[src/hdl/mips_settings.svh]
`ifndef MIPS_SETTINGS_SVH
`define MIPS_SETTINGS_SVH

// one machine word, also the width of every register and immediate after extension
`define MIPS_DATA_W 32

// general registers, register 0 always reads as zero
`define MIPS_REG_COUNT 32

// width of the rs, rt, rd and shamt fields
`define MIPS_REG_ADDR_W 5

`endif
[src/hdl/mips_pkg.sv]
`default_nettype none

`include "mips_settings.svh"

package mips_pkg;

    typedef enum logic [5:0] {
        OP_RTYPE = 6'd0,
        OP_ADDI  = 6'd8,
        OP_ANDI  = 6'd12,
        OP_ORI   = 6'd13
    } opcode_e;

    typedef enum logic [5:0] {
        FN_SLL = 6'd0,
        FN_SRL = 6'd2,
        FN_ADD = 6'd32,
        FN_SUB = 6'd34,
        FN_AND = 6'd36,
        FN_OR  = 6'd37,
        FN_XOR = 6'd38,
        FN_SLT = 6'd42
    } funct_e;

    // ALU_ADD stays at zero so that an all-zero bubble is a harmless add
    typedef enum logic [3:0] {
        ALU_ADD,
        ALU_SUB,
        ALU_AND,
        ALU_OR,
        ALU_XOR,
        ALU_SLT,
        ALU_SLL,
        ALU_SRL
    } alu_op_e;

    typedef struct packed {
        logic [`MIPS_DATA_W-1:0]     rs_val;
        logic [`MIPS_DATA_W-1:0]     rt_val;
        logic [`MIPS_DATA_W-1:0]     imm;       // already extended
        logic [`MIPS_REG_ADDR_W-1:0] shamt;
        alu_op_e                     alu_op;
        logic                        use_shamt; // shift rt_val by shamt
        logic                        use_imm;   // operand b is imm instead of rt_val
        logic                        wr_en;
        logic [`MIPS_REG_ADDR_W-1:0] wr_addr;
    } id_ex_t;

    typedef struct packed {
        logic                        wr_en;
        logic [`MIPS_REG_ADDR_W-1:0] wr_addr;
        logic [`MIPS_DATA_W-1:0]     data;
    } reg_write_t;

endpackage

`default_nettype wire

[src/hdl/mips_pipe.sv]
`default_nettype none

`include "mips_settings.svh"

module mips_pipe (
    input  wire                            clk,
    input  wire                            rst_n,
    input  wire                            cpu_en,
    input  wire   [`MIPS_DATA_W-1:0]       instr,
    output logic                           hold,
    output mips_pkg::reg_write_t           wb
);

    mips_pkg::id_ex_t     id_out;
    mips_pkg::id_ex_t     ex_in;
    mips_pkg::reg_write_t ex_result;
    logic                 stall;

    instr_decode u_decode (
        .clk        (clk),
        .rst_n      (rst_n),
        .instr      (instr),
        .wb         (wb),
        .ex_wr_en   (ex_in.wr_en),
        .ex_wr_addr (ex_in.wr_addr),
        .id_out     (id_out),
        .stall      (stall)
    );

    id_ex_regs u_id_ex (
        .clk    (clk),
        .rst_n  (rst_n),
        .cpu_en (cpu_en),
        .stall  (stall),
        .id_out (id_out),
        .ex_in  (ex_in)
    );

    alu_execute u_execute (
        .ex_in     (ex_in),
        .ex_result (ex_result)
    );

    result_stage u_result (
        .clk       (clk),
        .rst_n     (rst_n),
        .cpu_en    (cpu_en),
        .ex_result (ex_result),
        .wb        (wb)
    );

    // the source presents the same word again while decode stalls
    assign hold = stall;

endmodule

`default_nettype wire

[src/hdl/result_stage.sv]
`default_nettype none

module result_stage (
    input  wire                            clk,
    input  wire                            rst_n,
    input  wire                            cpu_en,
    input  wire    mips_pkg::reg_write_t   ex_result,
    output mips_pkg::reg_write_t           wb
);

    mips_pkg::reg_write_t held;

    always_ff @(posedge clk) begin
        if (!rst_n) begin
            held <= '0;
        end else if (cpu_en) begin
            held <= ex_result;
        end
    end

    // a result held over a frozen stretch is written and reported on the enabled cycle
    // that follows, never while frozen
    always_comb begin
        wb       = held;
        wb.wr_en = held.wr_en & cpu_en;
    end

endmodule

`default_nettype wire

[src/hdl/alu_execute.sv]
`default_nettype none

`include "mips_settings.svh"

module alu_execute (
    input  wire  mips_pkg::id_ex_t     ex_in,
    output mips_pkg::reg_write_t       ex_result
);

    logic [`MIPS_DATA_W-1:0] op_a;
    logic [`MIPS_DATA_W-1:0] op_b;
    logic [`MIPS_DATA_W-1:0] alu_out;

    assign op_a = ex_in.use_shamt ? ex_in.rt_val : ex_in.rs_val; // shifts move rt
    assign op_b = ex_in.use_imm ? ex_in.imm : ex_in.rt_val;

    always_comb begin
        case (ex_in.alu_op)
            mips_pkg::ALU_ADD: alu_out = op_a + op_b;
            mips_pkg::ALU_SUB: alu_out = op_a - op_b;
            mips_pkg::ALU_AND: alu_out = op_a & op_b;
            mips_pkg::ALU_OR:  alu_out = op_a | op_b;
            mips_pkg::ALU_XOR: alu_out = op_a ^ op_b;
            mips_pkg::ALU_SLT: begin
                alu_out = {{(`MIPS_DATA_W-1){1'b0}}, ($signed(op_a) < $signed(op_b))};
            end
            mips_pkg::ALU_SLL: alu_out = op_a << ex_in.shamt;
            mips_pkg::ALU_SRL: alu_out = op_a >> ex_in.shamt; // logical, zero fill
            default:           alu_out = op_a + op_b;
        endcase
    end

    always_comb begin
        ex_result         = '0;
        ex_result.wr_en   = ex_in.wr_en;
        ex_result.wr_addr = ex_in.wr_addr;
        ex_result.data    = alu_out;
    end

endmodule

`default_nettype wire

[src/hdl/id_ex_regs.sv]
`default_nettype none

module id_ex_regs (
    input  wire                          clk,
    input  wire                          rst_n,
    input  wire                          cpu_en,
    input  wire                          stall,
    input  wire       mips_pkg::id_ex_t  id_out,
    output mips_pkg::id_ex_t             ex_in
);

    // all fields zero, so wr_en is low and the ALU adds zeros
    localparam mips_pkg::id_ex_t bubble = '0;

    mips_pkg::id_ex_t next_ex;

    // a stalled instruction stays in decode while execute gets a bubble
    assign next_ex = stall ? bubble : id_out;

    always_ff @(posedge clk) begin
        if (!rst_n) begin
            ex_in <= bubble;
        end else if (cpu_en) begin
            ex_in <= next_ex;
        end
        // with cpu_en low the stage keeps its contents
    end

endmodule

`default_nettype wire

[src/hdl/instr_decode.sv]
`default_nettype none

`include "mips_settings.svh"

module instr_decode (
    input  wire                              clk,
    input  wire                              rst_n,
    input  wire        [`MIPS_DATA_W-1:0]    instr,
    input  wire        mips_pkg::reg_write_t wb,
    input  wire                              ex_wr_en,
    input  wire        [`MIPS_REG_ADDR_W-1:0] ex_wr_addr,
    output mips_pkg::id_ex_t                 id_out,
    output logic                             stall
);

    logic [`MIPS_DATA_W-1:0] regs [`MIPS_REG_COUNT];

    mips_pkg::opcode_e           op;
    mips_pkg::funct_e            fn;
    logic [`MIPS_REG_ADDR_W-1:0] rs_addr;
    logic [`MIPS_REG_ADDR_W-1:0] rt_addr;
    logic [`MIPS_REG_ADDR_W-1:0] rd_addr;
    logic [`MIPS_REG_ADDR_W-1:0] shamt;
    logic [15:0]                 imm16;
    logic [`MIPS_DATA_W-1:0]     rs_val;
    logic [`MIPS_DATA_W-1:0]     rt_val;
    logic                        rs_addr_used;
    logic                        rt_addr_used;

    assign op      = mips_pkg::opcode_e'(instr[31:26]);
    assign rs_addr = instr[25:21];
    assign rt_addr = instr[20:16];
    assign rd_addr = instr[15:11];
    assign shamt   = instr[10:6];
    assign fn      = mips_pkg::funct_e'(instr[5:0]);
    assign imm16   = instr[15:0];

    always_ff @(posedge clk) begin
        if (!rst_n) begin
            for (int i = 0; i < `MIPS_REG_COUNT; i++) begin
                regs[i] <= '0;
            end
        end else if (wb.wr_en) begin
            regs[wb.wr_addr] <= wb.data; // wr_en is never set for register 0
        end
    end

    // the result being written this cycle bypasses the array
    assign rs_val = (wb.wr_en && wb.wr_addr == rs_addr) ? wb.data : regs[rs_addr];
    assign rt_val = (wb.wr_en && wb.wr_addr == rt_addr) ? wb.data : regs[rt_addr];

    always_comb begin
        id_out        = '0;
        id_out.rs_val = rs_val;
        id_out.rt_val = rt_val;
        id_out.shamt  = shamt;
        rs_addr_used  = 1'b0;
        rt_addr_used  = 1'b0;
        case (op)
            mips_pkg::OP_RTYPE: begin
                id_out.wr_en   = 1'b1;
                id_out.wr_addr = rd_addr;
                rs_addr_used   = 1'b1;
                rt_addr_used   = 1'b1;
                case (fn)
                    mips_pkg::FN_ADD: id_out.alu_op = mips_pkg::ALU_ADD;
                    mips_pkg::FN_SUB: id_out.alu_op = mips_pkg::ALU_SUB;
                    mips_pkg::FN_AND: id_out.alu_op = mips_pkg::ALU_AND;
                    mips_pkg::FN_OR:  id_out.alu_op = mips_pkg::ALU_OR;
                    mips_pkg::FN_XOR: id_out.alu_op = mips_pkg::ALU_XOR;
                    mips_pkg::FN_SLT: id_out.alu_op = mips_pkg::ALU_SLT;
                    mips_pkg::FN_SLL, mips_pkg::FN_SRL: begin
                        // shifts read rt only, rs is ignored
                        id_out.alu_op    = (fn == mips_pkg::FN_SLL) ? mips_pkg::ALU_SLL
                                                                    : mips_pkg::ALU_SRL;
                        id_out.use_shamt = 1'b1;
                        rs_addr_used     = 1'b0;
                    end
                    default: begin
                        id_out.wr_en = 1'b0; // unknown funct behaves as a nop
                        rs_addr_used = 1'b0;
                        rt_addr_used = 1'b0;
                    end
                endcase
            end
            mips_pkg::OP_ADDI: begin
                id_out.alu_op  = mips_pkg::ALU_ADD;
                id_out.use_imm = 1'b1;
                id_out.imm     = {{(`MIPS_DATA_W-16){imm16[15]}}, imm16};
                id_out.wr_en   = 1'b1;
                id_out.wr_addr = rt_addr;
                rs_addr_used   = 1'b1;
            end
            mips_pkg::OP_ANDI, mips_pkg::OP_ORI: begin
                id_out.alu_op  = (op == mips_pkg::OP_ANDI) ? mips_pkg::ALU_AND
                                                           : mips_pkg::ALU_OR;
                id_out.use_imm = 1'b1;
                id_out.imm     = {{(`MIPS_DATA_W-16){1'b0}}, imm16};
                id_out.wr_en   = 1'b1;
                id_out.wr_addr = rt_addr;
                rs_addr_used   = 1'b1;
            end
            default: id_out.wr_en = 1'b0;
        endcase
        if (id_out.wr_addr == '0) begin
            id_out.wr_en = 1'b0; // also turns the all-zero word into a nop
        end
    end

    // no forwarding from execute, so wait one slot for the producer to reach the write port
    assign stall = ex_wr_en && (ex_wr_addr != '0) &&
                   ((rs_addr_used && rs_addr == ex_wr_addr) ||
                    (rt_addr_used && rt_addr == ex_wr_addr));

endmodule

`default_nettype wire

[config.mk]
export PLATFORM = sky130hd
export DESIGN_NAME = mips_pipe
export DESIGN_NICKNAME = d
export VERILOG_FILES = /design/src/hdl/mips_pkg.sv /design/src/hdl/mips_pipe.sv /design/src/hdl/result_stage.sv /design/src/hdl/alu_execute.sv /design/src/hdl/id_ex_regs.sv /design/src/hdl/instr_decode.sv
export VERILOG_INCLUDE_DIRS = /design/src /design/src/hdl
export SDC_FILE = /design/constraint.sdc
export NUM_CORES = 2
export LEC_CHECK = 0
export BUFFER_PORTS_ARGS = -buffer_cell sky130_fd_sc_hd__buf_2
export CAP_MARGIN = 40
export CORE_MARGIN = 8
export CORE_UTILIZATION = 25
export CTS_CLUSTER_SIZE = 24
export DETAILED_ROUTE_END_ITERATION = 8
export GPL_TIMING_DRIVEN = 0
export PLACE_DENSITY = 0.41
export SYNTH_ARGS = -nofsm -noshare
export SYNTH_HDL_FRONTEND = slang
export SYNTH_SLANG_ARGS = --single-unit
[constraint.sdc]
create_clock -name clk -period 10.54 [get_ports clk]
set_input_delay 2.635 -clock clk [delete_from_list [all_inputs] [get_ports clk]]
set_output_delay 2.635 -clock clk [all_outputs]
set_load 0.01 [all_outputs]
==> out/results.ini <==
[clocking]
post_cts_buffers = 0
htreeDepth = 4
insertion_delay_ps = 810
cts_tree = yes
postCtsResizedCells = 0
clockBufferDepth = 3
path_clk_slew_ps = 60
clock-sinks = 1159
clockRootBuffer = clkbuf_16
hold_buffers = 0
cts_buffers = 142

[finish]
fin_area_um2 = 82600
syn_to_final_growth_pct = 18.9
utilization_pct = 29.9
nNetsFinal = 5949
mostFrequentLayoutCell = and2_1
final_cell_mix = and2_1, edfxtp_1, mux4_2
drive_gt1_share_pct = 22.1

[routing]
drt-met1-wl_um = 139000
wl_um = 325000
ant_nets = 0
drt_iter0_markers = 6242
dr_wl_met3_um = 26400
firstDrtPassIters = 5
via_per_inst = 5.25
top_layer = met5
wl_met2_um = 148000
drcViolationCount = 0
routedWlPerCell_um = 33.7
route.vias.total = 50591

[worst_setup_path]
worst_ep_required_time_ps = 7910
r2r-start = u_id_ex.ex_in[7]
startpoint_type = primary input
end_kind = primary output
crit_fanout = 8
startpoint = instr[27]
cp.arrival_ps = 5580
crit_type = in2out

[placement]
place.gp.congestion = 0.943
io_buffer_count = 61
pre_cts_ws_ps = 2430
dpl_cell_area_um2 = 78100
dp_hpwl_um = 257000

[timing]
finClkSkew_ps = 58.0
maxSlewHeadroom_pct = 35.7
worst_slack_ps = 2330
setup_viol = 0
rsz0062_at_grt = no
hold_viol = 0
tightest_slew_ps = 965
fmax_ghz = 0.122
min_period_ps = 8210
final.period_utilization_pct = 77.9
slew_violations = 0

[die]
die-width_um = 543
ios = 74
core_area_um2 = 276000
die_area_um2 = 295000
std_cell_rows = 193
die_h_um = 543
initial_utilization_pct = 25.1

[synthesis]
ys_seq_area_share_pct = 48.2
syn-instance-count = 5404
yosysWarningCount = 0
synth-edff-count = 1024
ys_types = 85
syn_area_um2 = 69500
synth_ff_type = edfxtp_1
avgSynthCellArea_um2 = 12.9
synth_nets = 5537
synthArstFlopShare_pct = 0
synth-seq-cells = 1159

[grt]
grt-ovfl-total = 0
grt_pass1_wl_um = 439000
grt_start_max_net_pins = 21
grt.total_usage_pct = 21.4
antenna_found_initial = 30
grt_pass1_vias = 50337

[hold_path]
min_from = u_id_ex.ex_in[21]
min_path_type = reg2reg

[outcome]
status = completed

[job]
maxCapViolations = 0

[pwr]
total_power_uw = 12200
leakagePower_uw = 0.0296
power_density_nw_per_um2 = 148
peakVddDrop_mv = 0.151

## metrics by stage
step | TNS, ps | instances | hold slack, ps
final | 0 | 9644 | 468
after global routing | 0 | 9635 | 483
after CTS | 0 | 9632 | 468
after detailed placement | 0 | 9376 | 458
after global placement | -564620 | 9170 | 456
after floorplan | 0 | 5404 | 445
## kinds of logic (layout without fill, tap and decap cells)
kind of cell	Yosys count	count (layout)	synth area share [%]
adder cells (fa/ha/maj)	98	98	1.79
buffers and inverters	760	1284	4.41
other	0	11	0
XOR/XNOR	47	47	0.593
AND/OR/NAND/NOR	1742	1742	14.0
flip-flops	1159	1159	48.2
multiplexers	834	834	24.1
AO/OA/AOI/OAI	764	764	6.89
## state kept, by name, indices dropped and copies added (netlist names)
name and flops:
u_result.wb 37, u_id_ex.ex_in 97, u_result.held 1, u_decode.regs 1024
## power breakdown
part	total [uW]	internal, uW	switching [uW]	leakage [uW]
clock network	4810	2660	2160	0.00213
registers	5290	5150	147	0.0117
logic	2130	788	1340	0.0158
total	12200	8590	3640	0.0296
## cell type report
cell class | count | area [um2]
Fill cell | 28007 | 194000
Sequential cell | 1159 | 33500
Multi-Input combinational cell | 3485 | 33300
Tap cell | 3705 | 4640
Clock buffer | 181 | 3750
Timing Repair Buffer | 268 | 3630
Buffer | 572 | 2400
Inverter | 188 | 706
Clock inverter | 75 | 641
Antenna cell | 11 | 27.5
## synth_stat cells, types with 6 or more instances
library cell | n | area [um2]
and2_1 | 1110 | 6940
edfxtp_1 | 1024 | 30700
mux4_2 | 670 | 15100
clkbuf_1 | 434 | 1630
nand2_1 | 262 | 983
o21ai_0 | 197 | 986
nor2_1 | 174 | 653
inv_1 | 159 | 597
a21oi_1 | 150 | 751
mux2i_1 | 147 | 1470
dfxtp_1 | 135 | 2700
ha_1 | 96 | 1200
o22ai_1 | 84 | 526
buf_1 | 73 | 274
o21ai_1 | 54 | 270
nand3_1 | 45 | 225
buf_4 | 38 | 285
nand2b_1 | 36 | 225
nor3_1 | 32 | 160
xnor2_1 | 32 | 280
inv_2 | 29 | 109
a221oi_1 | 24 | 210
a31oi_1 | 23 | 144
a21boi_1 | 22 | 165
buf_2 | 22 | 110
a21o_1 | 21 | 158
nor2b_1 | 21 | 131
a21boi_0 | 18 | 135
o21a_1 | 18 | 135
o211ai_1 | 17 | 128
o2111ai_1 | 16 | 140
a211oi_1 | 15 | 113
xor2_1 | 15 | 131
nor4_1 | 14 | 87.6
o31ai_1 | 14 | 105
a22oi_1 | 12 | 90.1
mux2_2 | 12 | 135
or3_1 | 12 | 75.1
o21bai_1 | 10 | 75.1
o221ai_1 | 10 | 87.6
nand4_1 | 9 | 56.3
a22o_1 | 7 | 61.3
or4_1 | 6 | 45.0
## final timing paths
path | to | slack (ps) | cells past startpoint
worst min-delay path | u_id_ex.ex_in[21] | 470 | 2
worst min register to register | u_id_ex.ex_in[21] | 470 | 2
worst max-delay path | hold | 2330 | 10
worst max register to register | u_result.wb[29] | 3510 | 19
## layer usage
metal  vias to the layer above  track usage, %
li1                      21120               -
met1                     26736            29.1
met2                      2285            34.2
met3                       444            4.78
met4                         6            6.40
met5                         -               0
## worst max-delay path, cell delays in order
cell and delay [ps]:
buf_2 90, nor3_1 400, and3b_1 230, clkbuf_1 370, nor2b_1 280, a31oi_1 270, nor4_1 480, o221ai_1 290
inv_2 310, buf_2 200
(Power assumes the default switching activity.)
